### src/rtl/dcache_hit_defines.svh
// Data cache hit stage geometry
// Fixed word, address and line sizes shared by package, RTL and testbench

`ifndef DCACHE_HIT_DEFINES_SVH
`define DCACHE_HIT_DEFINES_SVH

// Data word and physical address widths
`define DC_XLEN 32
`define DC_PLEN 32

// Two-way set associative
`define DC_WAYS 2

// 16-byte lines, four words each
`define DC_BLK_BITS 128
`define DC_BLK_OFFS_BITS 4

// 16 sets
`define DC_IDX_BITS 4

// Word within line
`define DC_DAT_OFFS_BITS 2

// What is left of the address above index and line offset
`define DC_TAG_BITS (`DC_PLEN - `DC_IDX_BITS - `DC_BLK_OFFS_BITS)

// Byte within word
`define DC_WORD_LSB 2

`endif

### src/rtl/dcache_hit_pkg.sv
// Data cache hit stage types
// Field types and state/command encodings for RTL and testbench

`default_nettype none

`include "dcache_hit_defines.svh"

package dcache_hit_pkg;

  // Data and address
  typedef logic [`DC_XLEN-1:0]       xlen_t;
  typedef logic [`DC_PLEN-1:0]       plen_t;
  typedef logic [`DC_XLEN/8-1:0]     xbe_t;

  // Whole line and its byte enables
  typedef logic [`DC_BLK_BITS-1:0]   blk_t;
  typedef logic [`DC_BLK_BITS/8-1:0] blk_be_t;

  // Address fields
  typedef logic [`DC_IDX_BITS-1:0]      idx_t;
  typedef logic [`DC_TAG_BITS-1:0]      tag_t;
  typedef logic [`DC_DAT_OFFS_BITS-1:0] dat_offs_t;

  // One bit per way, one-hot where a single way is meant
  typedef logic [`DC_WAYS-1:0] way_t;

  // Memory FSM states
  typedef enum logic [1:0] {ARMED, EVICT, WAIT_FILL, RECOVER} memfsm_state_e;

  // BIU commands
  typedef enum logic [1:0] {NOP, READWAY, WRITEWAY} biucmd_e;

endpackage

`default_nettype wire

### src/rtl/dcache_hit.sv
// Data cache hit stage
// Hit detection, write buffering, read bypass and miss handling
// between the core pipe, the cache memories and the BIU

`default_nettype none

`include "dcache_hit_defines.svh"

module dcache_hit
  import dcache_hit_pkg::*;
(
  input  logic      clk_i,
  input  logic      rst_ni,

  // Core side
  input  logic      req_i,
  input  logic      wreq_i,
  input  logic      flush_i,
  input  plen_t     adr_i,
  input  xbe_t      be_i,
  input  xlen_t     d_i,
  output logic      stall_o,
  output logic      ack_o,
  output logic      err_o,
  output xlen_t     q_o,

  // Tag/data memories
  input  logic      cache_hit_i,
  input  logic      way_dirty_i,
  input  way_t      ways_hit_i,
  input  way_t      fill_way_i,
  input  blk_t      cache_line_i,
  input  blk_t      evict_line_i,
  input  tag_t      evict_tag_i,
  output idx_t      idx_o,
  output tag_t      core_tag_o,
  output logic      armed_o,
  output logic      filling_o,
  output way_t      fill_way_o,

  // Write buffer
  output logic      writebuffer_we_o,
  input  logic      writebuffer_ack_i,
  output idx_t      writebuffer_idx_o,
  output dat_offs_t writebuffer_offs_o,
  output xlen_t     writebuffer_data_o,
  output blk_be_t   writebuffer_be_o,
  output way_t      writebuffer_ways_hit_o,

  // Evict buffer
  output plen_t     evictbuffer_adr_o,
  output blk_t      evictbuffer_line_o,

  // BIU
  output biucmd_e   biucmd_o,
  input  logic      biucmd_ack_i,
  input  logic      biucmd_busy_i,
  input  logic      biu_ack_i,
  input  logic      biu_err_i,
  input  xlen_t     biu_q_i,
  input  plen_t     biu_adro_i
);

  dat_offs_t dat_offs;

  //////////////////////////////////////////////////////////////////////
  // Address fields
  //////////////////////////////////////////////////////////////////////

  assign idx_o      = adr_i[`DC_BLK_OFFS_BITS +: `DC_IDX_BITS];
  assign core_tag_o = adr_i[`DC_PLEN-1 -: `DC_TAG_BITS];
  // Word within the line
  assign dat_offs   = adr_i[`DC_BLK_OFFS_BITS-1 -: `DC_DAT_OFFS_BITS];

  // BIU error, one cycle late like ack
  always_ff @(posedge clk_i, negedge rst_ni)
  begin
    if (!rst_ni) err_o <= 1'b0;
    else         err_o <= biu_err_i;
  end

  //////////////////////////////////////////////////////////////////////
  // Blocks
  //////////////////////////////////////////////////////////////////////

  dcache_miss_fsm u_miss_fsm (
    .clk_i              (clk_i),
    .rst_ni             (rst_ni),
    .req_i              (req_i),
    .flush_i            (flush_i),
    .adr_i              (adr_i),
    .cache_hit_i        (cache_hit_i),
    .way_dirty_i        (way_dirty_i),
    .idx_i              (idx_o),
    .fill_way_i         (fill_way_i),
    .evict_tag_i        (evict_tag_i),
    .evict_line_i       (evict_line_i),
    .biucmd_ack_i       (biucmd_ack_i),
    .biucmd_busy_i      (biucmd_busy_i),
    .biu_ack_i          (biu_ack_i),
    .biu_err_i          (biu_err_i),
    .biu_adro_i         (biu_adro_i),
    .stall_o            (stall_o),
    .ack_o              (ack_o),
    .armed_o            (armed_o),
    .filling_o          (filling_o),
    .fill_way_o         (fill_way_o),
    .biucmd_o           (biucmd_o),
    .evictbuffer_adr_o  (evictbuffer_adr_o),
    .evictbuffer_line_o (evictbuffer_line_o)
  );

  dcache_write_buffer u_write_buffer (
    .clk_i                  (clk_i),
    .rst_ni                 (rst_ni),
    .wreq_i                 (wreq_i),
    .flush_i                (flush_i),
    .cache_hit_i            (cache_hit_i),
    .idx_i                  (idx_o),
    .offs_i                 (dat_offs),
    .d_i                    (d_i),
    .be_i                   (be_i),
    .ways_hit_i             (ways_hit_i),
    .writebuffer_ack_i      (writebuffer_ack_i),
    .writebuffer_we_o       (writebuffer_we_o),
    .writebuffer_idx_o      (writebuffer_idx_o),
    .writebuffer_offs_o     (writebuffer_offs_o),
    .writebuffer_data_o     (writebuffer_data_o),
    .writebuffer_be_o       (writebuffer_be_o),
    .writebuffer_ways_hit_o (writebuffer_ways_hit_o)
  );

  // Read path sees the pending buffer entry for bypass
  dcache_read_path u_read_path (
    .clk_i        (clk_i),
    .idx_i        (idx_o),
    .offs_i       (dat_offs),
    .cache_hit_i  (cache_hit_i),
    .cache_line_i (cache_line_i),
    .wb_we_i      (writebuffer_we_o),
    .wb_idx_i     (writebuffer_idx_o),
    .wb_data_i    (writebuffer_data_o),
    .wb_be_i      (writebuffer_be_o),
    .biu_q_i      (biu_q_i),
    .q_o          (q_o)
  );

endmodule

`default_nettype wire

### src/rtl/dcache_miss_fsm.sv
// Data cache miss FSM
// Sequences line fill and dirty-line eviction through the BIU,
// drives stall and the registered read acknowledge

`default_nettype none

`include "dcache_hit_defines.svh"

module dcache_miss_fsm
  import dcache_hit_pkg::*;
(
  input  logic    clk_i,
  input  logic    rst_ni,

  // Upstream request
  input  logic    req_i,
  input  logic    flush_i,
  input  plen_t   adr_i,

  // Tag/data memory status
  input  logic    cache_hit_i,
  input  logic    way_dirty_i,
  input  idx_t    idx_i,
  input  way_t    fill_way_i,
  input  tag_t    evict_tag_i,
  input  blk_t    evict_line_i,

  // BIU
  input  logic    biucmd_ack_i,
  input  logic    biucmd_busy_i,
  input  logic    biu_ack_i,
  input  logic    biu_err_i,
  input  plen_t   biu_adro_i,

  output logic    stall_o,
  output logic    ack_o,
  output logic    armed_o,
  output logic    filling_o,
  output way_t    fill_way_o,
  output biucmd_e biucmd_o,
  output plen_t   evictbuffer_adr_o,
  output blk_t    evictbuffer_line_o
);

  memfsm_state_e memfsm_state;

  logic cache_ack;
  logic word_ack;
  logic biu_adr_match;
  logic miss_start;
  logic fill_done;
  logic hit_req;

  //////////////////////////////////////////////////////////////////////
  // Request qualifiers
  //////////////////////////////////////////////////////////////////////

  // Returned BIU word is the one the core is asking for
  assign biu_adr_match = (biu_adro_i[`DC_PLEN-1:`DC_WORD_LSB] == adr_i[`DC_PLEN-1:`DC_WORD_LSB]);

  assign hit_req   = req_i & cache_hit_i;
  assign cache_ack = hit_req & ~flush_i;
  assign word_ack  = req_i & biu_ack_i & biu_adr_match & ~flush_i;

  // Only one fill in flight, so wait while the BIU is busy
  assign miss_start = req_i & ~cache_hit_i & ~flush_i & ~biucmd_busy_i;

  // Error also ends the command
  assign fill_done = biucmd_ack_i | biu_err_i;

  //////////////////////////////////////////////////////////////////////
  // State machine
  //////////////////////////////////////////////////////////////////////

  always_ff @(posedge clk_i, negedge rst_ni)
  begin
    if (!rst_ni)
    begin
      memfsm_state <= ARMED;
      armed_o      <= 1'b1;
      filling_o    <= 1'b0;
      fill_way_o   <= '0;
      biucmd_o     <= NOP;
    end
    else
    begin
      case (memfsm_state)
        ARMED:
        begin
          if (miss_start)
          begin
            // Dirty victim: fetch new line first, write old one after
            memfsm_state <= way_dirty_i ? EVICT : WAIT_FILL;
            biucmd_o     <= READWAY;
            armed_o      <= 1'b0;
            filling_o    <= 1'b1;
            fill_way_o   <= fill_way_i;
          end
          else
          begin
            biucmd_o <= NOP;
          end
        end
        WAIT_FILL:
        begin
          if (fill_done)
          begin
            memfsm_state <= RECOVER;
            biucmd_o     <= NOP;
            filling_o    <= 1'b0;
          end
        end
        EVICT:
        begin
          if (fill_done)
          begin
            // Eviction command lives for the single RECOVER cycle
            memfsm_state <= RECOVER;
            biucmd_o     <= WRITEWAY;
            filling_o    <= 1'b0;
          end
        end
        default:
        begin
          // RECOVER: memories re-read after the fill
          memfsm_state <= ARMED;
          biucmd_o     <= NOP;
          armed_o      <= 1'b1;
        end
      endcase
    end
  end

  // Evict buffer follows the victim way while armed
  always_ff @(posedge clk_i)
  begin
    if (memfsm_state == ARMED)
    begin
      evictbuffer_adr_o  <= {evict_tag_i, idx_i, {`DC_BLK_OFFS_BITS{1'b0}}};
      evictbuffer_line_o <= evict_line_i;
    end
  end

  //////////////////////////////////////////////////////////////////////
  // Stall and acknowledge
  //////////////////////////////////////////////////////////////////////

  always_comb
  begin
    case (memfsm_state)
      ARMED:     stall_o = req_i & ~cache_hit_i;
      WAIT_FILL,
      EVICT:     stall_o = ~(word_ack | hit_req);
      default:   stall_o = ~hit_req;
    endcase
  end

  // Fill states also ack straight from the BIU return
  always_ff @(posedge clk_i, negedge rst_ni)
  begin
    if (!rst_ni)
    begin
      ack_o <= 1'b0;
    end
    else if (memfsm_state == WAIT_FILL || memfsm_state == EVICT)
    begin
      ack_o <= cache_ack | word_ack;
    end
    else
    begin
      ack_o <= cache_ack;
    end
  end

  //////////////////////////////////////////////////////////////////////
  // Assertions
  //////////////////////////////////////////////////////////////////////

  a_fill_way_onehot: assert property (@(posedge clk_i) disable iff (!rst_ni)
    filling_o |-> $onehot(fill_way_o));

  a_readway_in_fill: assert property (@(posedge clk_i) disable iff (!rst_ni)
    (biucmd_o == READWAY) |-> (memfsm_state == WAIT_FILL || memfsm_state == EVICT));

endmodule

`default_nettype wire

### src/rtl/dcache_read_path.sv
// Data cache read path
// Merges a pending buffered write into the line, selects the
// addressed word and registers it or the BIU word

`default_nettype none

`include "dcache_hit_defines.svh"

module dcache_read_path
  import dcache_hit_pkg::*;
(
  input  logic      clk_i,

  // Current access
  input  idx_t      idx_i,
  input  dat_offs_t offs_i,
  input  logic      cache_hit_i,
  input  blk_t      cache_line_i,

  // Pending write buffer entry
  input  logic      wb_we_i,
  input  idx_t      wb_idx_i,
  input  xlen_t     wb_data_i,
  input  blk_be_t   wb_be_i,

  // BIU fill word
  input  xlen_t     biu_q_i,

  output xlen_t     q_o
);

  logic  bypass;
  blk_t  wb_line;
  blk_t  merged_line;
  xlen_t cache_q;

  //////////////////////////////////////////////////////////////////////
  // Write buffer bypass
  //////////////////////////////////////////////////////////////////////

  // Buffered write not yet in the data memory for this set
  assign bypass = wb_we_i & (idx_i == wb_idx_i);

  // Word copied to every slot, line byte enables pick the right one
  assign wb_line = {(`DC_BLK_BITS/`DC_XLEN){wb_data_i}};

  always_comb
  begin
    merged_line = cache_line_i;
    for (int i = 0; i < `DC_BLK_BITS/8; i++)
    begin
      if (bypass && wb_be_i[i])
      begin
        merged_line[i*8 +: 8] = wb_line[i*8 +: 8];
      end
    end
  end

  //////////////////////////////////////////////////////////////////////
  // Word select and output register
  //////////////////////////////////////////////////////////////////////

  assign cache_q = merged_line[offs_i*`DC_XLEN +: `DC_XLEN];

  // Miss data comes straight from the BIU
  always_ff @(posedge clk_i)
  begin
    q_o <= cache_hit_i ? cache_q : biu_q_i;
  end

endmodule

`default_nettype wire

### src/rtl/dcache_write_buffer.sv
// Data cache write-hit buffer
// Holds one write hit until the data memory acknowledges it

`default_nettype none

`include "dcache_hit_defines.svh"

module dcache_write_buffer
  import dcache_hit_pkg::*;
(
  input  logic      clk_i,
  input  logic      rst_ni,

  input  logic      wreq_i,
  input  logic      flush_i,
  input  logic      cache_hit_i,
  input  idx_t      idx_i,
  input  dat_offs_t offs_i,
  input  xlen_t     d_i,
  input  xbe_t      be_i,
  input  way_t      ways_hit_i,

  input  logic      writebuffer_ack_i,
  output logic      writebuffer_we_o,
  output idx_t      writebuffer_idx_o,
  output dat_offs_t writebuffer_offs_o,
  output xlen_t     writebuffer_data_o,
  output blk_be_t   writebuffer_be_o,
  output way_t      writebuffer_ways_hit_o
);

  logic write_hit;

  assign write_hit = wreq_i & cache_hit_i;

  // Flush wins, a new hit overwrites the single entry, ack drops we
  always_ff @(posedge clk_i, negedge rst_ni)
  begin
    if (!rst_ni)                writebuffer_we_o <= 1'b0;
    else if (flush_i)           writebuffer_we_o <= 1'b0;
    else if (write_hit)         writebuffer_we_o <= 1'b1;
    else if (writebuffer_ack_i) writebuffer_we_o <= 1'b0;
  end

  // Payload, byte enables moved to the word's place in the line
  always_ff @(posedge clk_i)
  begin
    if (write_hit && !flush_i)
    begin
      writebuffer_idx_o      <= idx_i;
      writebuffer_offs_o     <= offs_i;
      writebuffer_data_o     <= d_i;
      writebuffer_be_o       <= blk_be_t'(be_i) << {offs_i, {`DC_WORD_LSB{1'b0}}};
      writebuffer_ways_hit_o <= ways_hit_i;
    end
  end

  a_no_we_on_flush: assert property (@(posedge clk_i) disable iff (!rst_ni)
    $rose(writebuffer_we_o) |-> !$past(flush_i));

endmodule

`default_nettype wire
### config.mk
export PLATFORM = sky130hd
export DESIGN_NAME = dcache_hit
export DESIGN_NICKNAME = d
export VERILOG_FILES = /design/src/rtl/dcache_hit_pkg.sv /design/src/rtl/dcache_hit.sv /design/src/rtl/dcache_miss_fsm.sv /design/src/rtl/dcache_read_path.sv /design/src/rtl/dcache_write_buffer.sv
export VERILOG_INCLUDE_DIRS = /design/src /design/src/rtl
export SDC_FILE = /design/constraint.sdc
export NUM_CORES = 1
export LEC_CHECK = 0
export ABC_AREA = 1
export BUFFER_PORTS_ARGS = -buffer_cell sky130_fd_sc_hd__clkbuf_2
export CORE_AREA = 10 10 270 272
export DETAILED_ROUTE_END_ITERATION = 10
export DIE_AREA = 0 0 280 282
export GPL_TIMING_DRIVEN = 0
export SYNTH_ARGS = -nofsm -noshare
export SYNTH_HDL_FRONTEND = slang
export SYNTH_SLANG_ARGS = --single-unit
### constraint.sdc
create_clock -name clk_i -period 6.1 [get_ports clk_i]
set_input_delay 1.22 -clock clk_i [delete_from_list [all_inputs] [get_ports clk_i]]
set_output_delay 1.22 -clock clk_i [all_outputs]
set_load 0.02 [all_outputs]
* Yosys cells after proc, flatten, opt, wreduce, memory -nomap -nowiden
Cells that the tools add are included.
Word-level totals: register bits 255, input port bits 428, output and inout port bits 286
Operators by class: equality and inequality tests 8, shift-type cells 2, muxes and demuxes 35, bitwise operators 19, reduce and logical (&&, ||, !) cells 28
Operators by type and width (count):
- $mux W8 | 16
- $shiftx A128 B8 Y32 | 1
- $mux W32 | 1
- $eq A30 B30 Y1 | 1
- $logic_and A1 B1 Y1 | 17
- $shl A4 B4 Y16 | 1
- $and A1 B1 Y1 | 10
- $mux W2 | 5
- $mux W1 | 8
- $ne A2 B1 Y1 const B | 4
- $reduce_and A2 Y1 | 4
- $not A1 Y1 | 6
- $pmux W1 S2 | 3
- $pmux W2 S3 | 1
- $eq A4 B4 Y1 | 1
- $pmux W2 S2 | 1
- $or A1 B1 Y1 | 3
- $reduce_and A3 Y1 | 1
- $reduce_bool A3 Y1 | 1
- $eq A2 B1 Y1 const B | 1
- $eq A2 B2 Y1 const B | 1
- $logic_not A2 Y1 | 1
- $reduce_bool A2 Y1 | 1
- $reduce_or A2 Y1 | 1
- 2 further kinds | 2

* Logic depth before layout (Yosys ltp)
depth after elaboration 6, mapped depth 12, depth with buffers taken out 11

* Hierarchy
Synthesis repeated with hierarchy kept, for this count alone.
Second synthesis, totals: cell total of the unflattened synthesis 1263, area, all modules 12435.7 um2
By module, submodules not included:
- dcache_miss_fsm | times used 1, cells an instance 295, area an instance 5666.7 um2
- dcache_read_path | times used 1, cells an instance 849, area an instance 4682.0 um2
- dcache_write_buffer | times used 1, cells an instance 90, area an instance 1851.8 um2
- dcache_hit | times used 1, cells an instance 29, area an instance 235.2 um2

* Least setup slack after synthesis
No wires, ideal clock.
path type reg2out, start point register u_miss_fsm.memfsm_state[0], end point output stall_o, data arrival time 5.351 ns, required time 4.880 ns, path slack -0.471 ns, stages on the path, launching flop included 7, buffers on the path 0, path through dfrtp_1 inv_1 ha_1 inv_1 o31ai_1 inv_1 a21oi_1
Between the ends: cells in the longest elaborated chain, start to end 3
Ends and longest elaborated chain:
- start: declaration | line dcache_miss_fsm.sv:45 | memfsm_state_e memfsm_state;
- start signal: assignment | line dcache_miss_fsm.sv:93 | memfsm_state <= way_dirty_i ? EVICT : WAIT_FILL;
- $eq A2 B1 Y1 or $eq A2 B2 Y1 (tied branches) | line dcache_miss_fsm.sv:150 | case (memfsm_state)
- $reduce_or A2 Y1 (no line)
- $pmux W1 S2 * | line dcache_miss_fsm.sv:150
- end: declaration | line dcache_hit.sv:22 | output logic stall_o,
Mark *: on every way between the ends. The rest lies on a longest branch, timed or not.

* Worst setup path in the final report
start point input adr_i[2], end point output stall_o
Between the ends: cells in the longest elaborated chain, start to end 6
Ends and longest elaborated chain:
- start: declaration | line dcache_hit.sv:19 | input plen_t adr_i,
- $eq A30 B30 Y1 | line dcache_miss_fsm.sv:59 | assign biu_adr_match = (biu_adro_i[`DC_PLEN-1:`DC_WORD_LSB] == adr_i[`DC_PLEN-1:`DC_WORD_LSB]);
- $and A1 B1 Y1 (2 in a row) | line dcache_miss_fsm.sv:63 | assign word_ack = req_i & biu_ack_i & biu_adr_match & ~flush_i;
- $or A1 B1 Y1 | line dcache_miss_fsm.sv:153 | EVICT: stall_o = ~(word_ack | hit_req);
- $not A1 Y1 | line dcache_miss_fsm.sv:153
- $pmux W1 S2 | line dcache_miss_fsm.sv:150
No other way between the ends.

==> impl_metrics.yaml <==
logic_synthesis:
  synth_area_mm2: 0.01241
  yosys.area.top_type: "edfxtp_1"
  yosysSeqAreaShare_pct: 58.68
  yosys-top-cells-area: "edfxtp_1, nand3_1, nand2_1"
  synthCells: 1272
  synth_most_common_cell: "nand2_1"
  yosys-top-cells-count: "nand2_1, nand3_1, edfxtp_1"
  async_flop_share_pct: 4.314
  netlist.area_leader.share_pct: 51.29
  yosysWarnings: 0
  ys_types: 33
  synth_top_flop_cell: "edfxtp_1"
  ys_ff_latch: 255
  synth-edff-count: 212
  avgSynthCellArea_um2: 9.758
floorplanning:
  die_h_um: 282
  io_pins: 714
  initial_core_util_pct: 18.32
  coreArea_mm2: 0.06775
  row_count: 96
  die_x_um: 280
  fp.dieArea_mm2: 0.07896
setup_path:
  critical-path-top-delay-family: "buffers and inverters"
  critPathBufInv: 3
  worst-setup-path-type: "input pin to primary output"
  critical_path.max_fanout: 10
  crit_top_cell: "nand2_1"
  ff2ff_path_depth: 10
  startpoint_type: "input pin"
  cp_slowest_stage_delay_ps: 610
  crit_arrival_ps: 3180
  required_ps: 4880
  regToRegEndpoint: "u_read_path.q_o[20]"
  critPathSlowestCell: "clkbuf_1"
  regToRegSetupSlack_ps: 3790
  crit_path_cell_trace: "clkbuf_2 > clkbuf_1 > nand2_1 > nand4_1 > nor2_1 > nand2_1 > nor2_1 > nand2_1 > nand3_1 > a21oi_1 > clkbuf_2"
  critPathCaptureType: "primary output"
  r2r_start: "u_write_buffer.writebuffer_idx_o[1]"
timing:
  tightest_slew_ps: 946.4
  finalSetupViolCount: 0
  min_period_over_period_pct: 72.17
  finalHoldViolCount: 0
  setup_tns_ps: 0
  holdWs_ps: 469.6
  finalCriticalPeriod_ps: 4403
  grt_setup_unrepaired: "false"
  fmax_mhz: 227.1
  final_max_slew_viol_count: 0
  fin_skew_ps: 24.08
  slew_headroom_pct: 36.91
  finalWorstSetupSlack_ps: 1697
run:
  drv_cap: 0
clock_tree:
  clock_path_buffers: 3
  clk_latency_ps: 560
  cts_repair_resize_count: 0
  clk_pin_slew_worst_paths_ps: 50
  cts_tree: "done"
  cts_num_sinks: 255
  hold_buffers: 0
  cts-root-buf: "clkbuf_16"
  cts_setup_buffers: 0
  htreeDepth: 2
  cts_made_buffers: 35
hold_path:
  min_from: "u_miss_fsm.fill_way_o[1]"
  min_path_type: "register to register"
  hold_end: "u_miss_fsm.fill_way_o[1]"
  whs_path_depth: 2
drt:
  final_antenna_net_count: 0
  drc: 0
  firstDrtPassIters: 7
  vias: 12670
  totalWireLength_um: 72490
  drt_iter0_drc: 1163
  routedWlPerCell_um: 24.72
  vias_per_cell: 4.319
global_routing:
  grt_first_pass_wirelength_um: 98590
  grt_usage_pct: 17.55
  grt_max_degree: 70
  grt_pass1_vias: 13090
  grt-ovfl-total: 0
  antenna_found_initial: 17
layout:
  fillCellCount: 7354
  area_growth_pct: 47.31
  regArea_mm2: 0.007283
  drive_gt1_share_pct: 42.82
  multi_input_area_mm2: 0.003670
  nNetsFinal: 2452
status:
  outcome: "finished clean"
power:
  pwr-share-clk_pct: 30.7
  p_sw_w: 0.002388
  combPwrFrac_pct: 29.9
  max-vdd-ir-drop_mv: 0.2717
  p_per_area_mw_per_mm2: 358.4
  power_frac_seq_pct: 39.4
  finalPower_w: 0.006552
  p_sw_share_pct: 36.45
  leakagePower_nw: 8.918
  p_int_w: 0.004164
placed_design:
  pre_cts_slack_ps: 1684
  portBuffers: 704
  place_hpwl_um: 60740
  place_congestion: 0.9419
per-layer routing:
layer	part of all wire, %	vias up	GRT usage (%)	wire (um)
met5	0.11	-	0	83
li1	-	5826	-	-
met4	2.6	14	5.142	1883
met1	39	5839	20.65	27950
met2	47	851	29.00	33850
met3	12	139	7.090	8729
stage by stage:
stage / area (um2) / util, % / instances
4_1_cts: 18270 / 26.97 / 2928
3_3_place_gp: 17050 / 25.17 / 2861
6_report: 18280 / 26.99 / 2933
2_1_floorplan: 12430 / - / 1275
5_1_grt: 18270 / 26.97 / 2929
3_5_place_dp: 17170 / 25.34 / 2865
layout by cell type, fill, tap and decap left out, types with 13 or more instances in the layout:
cell / netlist / layout
buf_2: 34 / 34
buf_4: 35 / 35
clkbuf_1: 16 / 22
clkbuf_16: 0 / 35
clkbuf_2: 0 / 704
dfxtp_1: 32 / 32
edfxtp_1: 212 / 212
inv_1: 198 / 198
nand2_1: 241 / 241
nand3_1: 238 / 238
nand4_1: 131 / 131
nor2_1: 20 / 19
nor3_1: 17 / 17
xnor2_1: 13 / 13
sequential cells by signal, summed over array words and instances, names as in the netlist:
register / count
u_miss_fsm.evictbuffer_line_o: 128
u_miss_fsm.biucmd_o: 2
u_write_buffer.writebuffer_we_o: 1
u_miss_fsm.memfsm_state: 2
u_miss_fsm.ack_o: 1
u_miss_fsm.fill_way_o: 2
u_write_buffer.writebuffer_be_o: 16
u_write_buffer.writebuffer_offs_o: 2
u_read_path.q_o: 32
u_write_buffer.writebuffer_data_o: 32
u_write_buffer.writebuffer_ways_hit_o: 2
u_miss_fsm.armed_o: 1
err_o: 1
u_miss_fsm.filling_o: 1
u_miss_fsm.evictbuffer_adr_o: 28
u_write_buffer.writebuffer_idx_o: 4
layout make-up:
class                      instances  area share (%)
sequential                       255           39.83
multi-input combinational        709           20.07
timing repair buffer             708           19.79
tap                              882           6.036
clock buffer                      42           4.989
inverter                         202           4.147
buffer                           109           4.003
clock inverter                    21           1.061
antenna                            5         0.06843
power by group through the flow:
stage                     combinational (W)  clock (W)  sequential, W
final                               0.00196    0.00201        0.00258
after global routing                0.00211    0.00215        0.00262
after CTS                           0.00200    0.00210        0.00258
after detailed placement            0.00200          0        0.00261
after global placement              0.00193          0        0.00266
after floorplan                    0.000507          0        0.00315
how the worst max path moves through the flow:
stage,to,startpoint,cells past startpoint,slack (ps)
2_1_floorplan,stall_o,u_miss_fsm.memfsm_state[0],6,1390
3_3_place_gp,u_write_buffer.writebuffer_idx_o[1],cache_hit_i,3,-1170
3_5_place_dp,stall_o,adr_i[2],11,1680
4_1_cts,stall_o,adr_i[2],11,1680
5_1_grt,stall_o,adr_i[2],11,1560
6_report,stall_o,adr_i[2],11,1700
worst reg2reg max path, cell delays in order, from the launching register on:
cell      delay [ps]
edfxtp_1         500
nand2_1          130
o21ai_0          100
inv_2            200
buf_2            350
buf_2            330
nand4_1          140
nand3_1          100
nand3_1           90
nand3_1          180
nand2_1           70
logic make-up after synthesis:
group                      after synthesis  share of synthesized area, %
buffers and inverters                  311                         12.01
adders and majority gates                4                        0.4032
DFF                                    255                         58.68
AOI/OAI and AO/OA                       14                        0.6452
and+or+nand+nor                        671                         27.11
other                                    1                       0.03021
xor gates and xnor gates                16                         1.129
(Power assumes the default switching activity.)
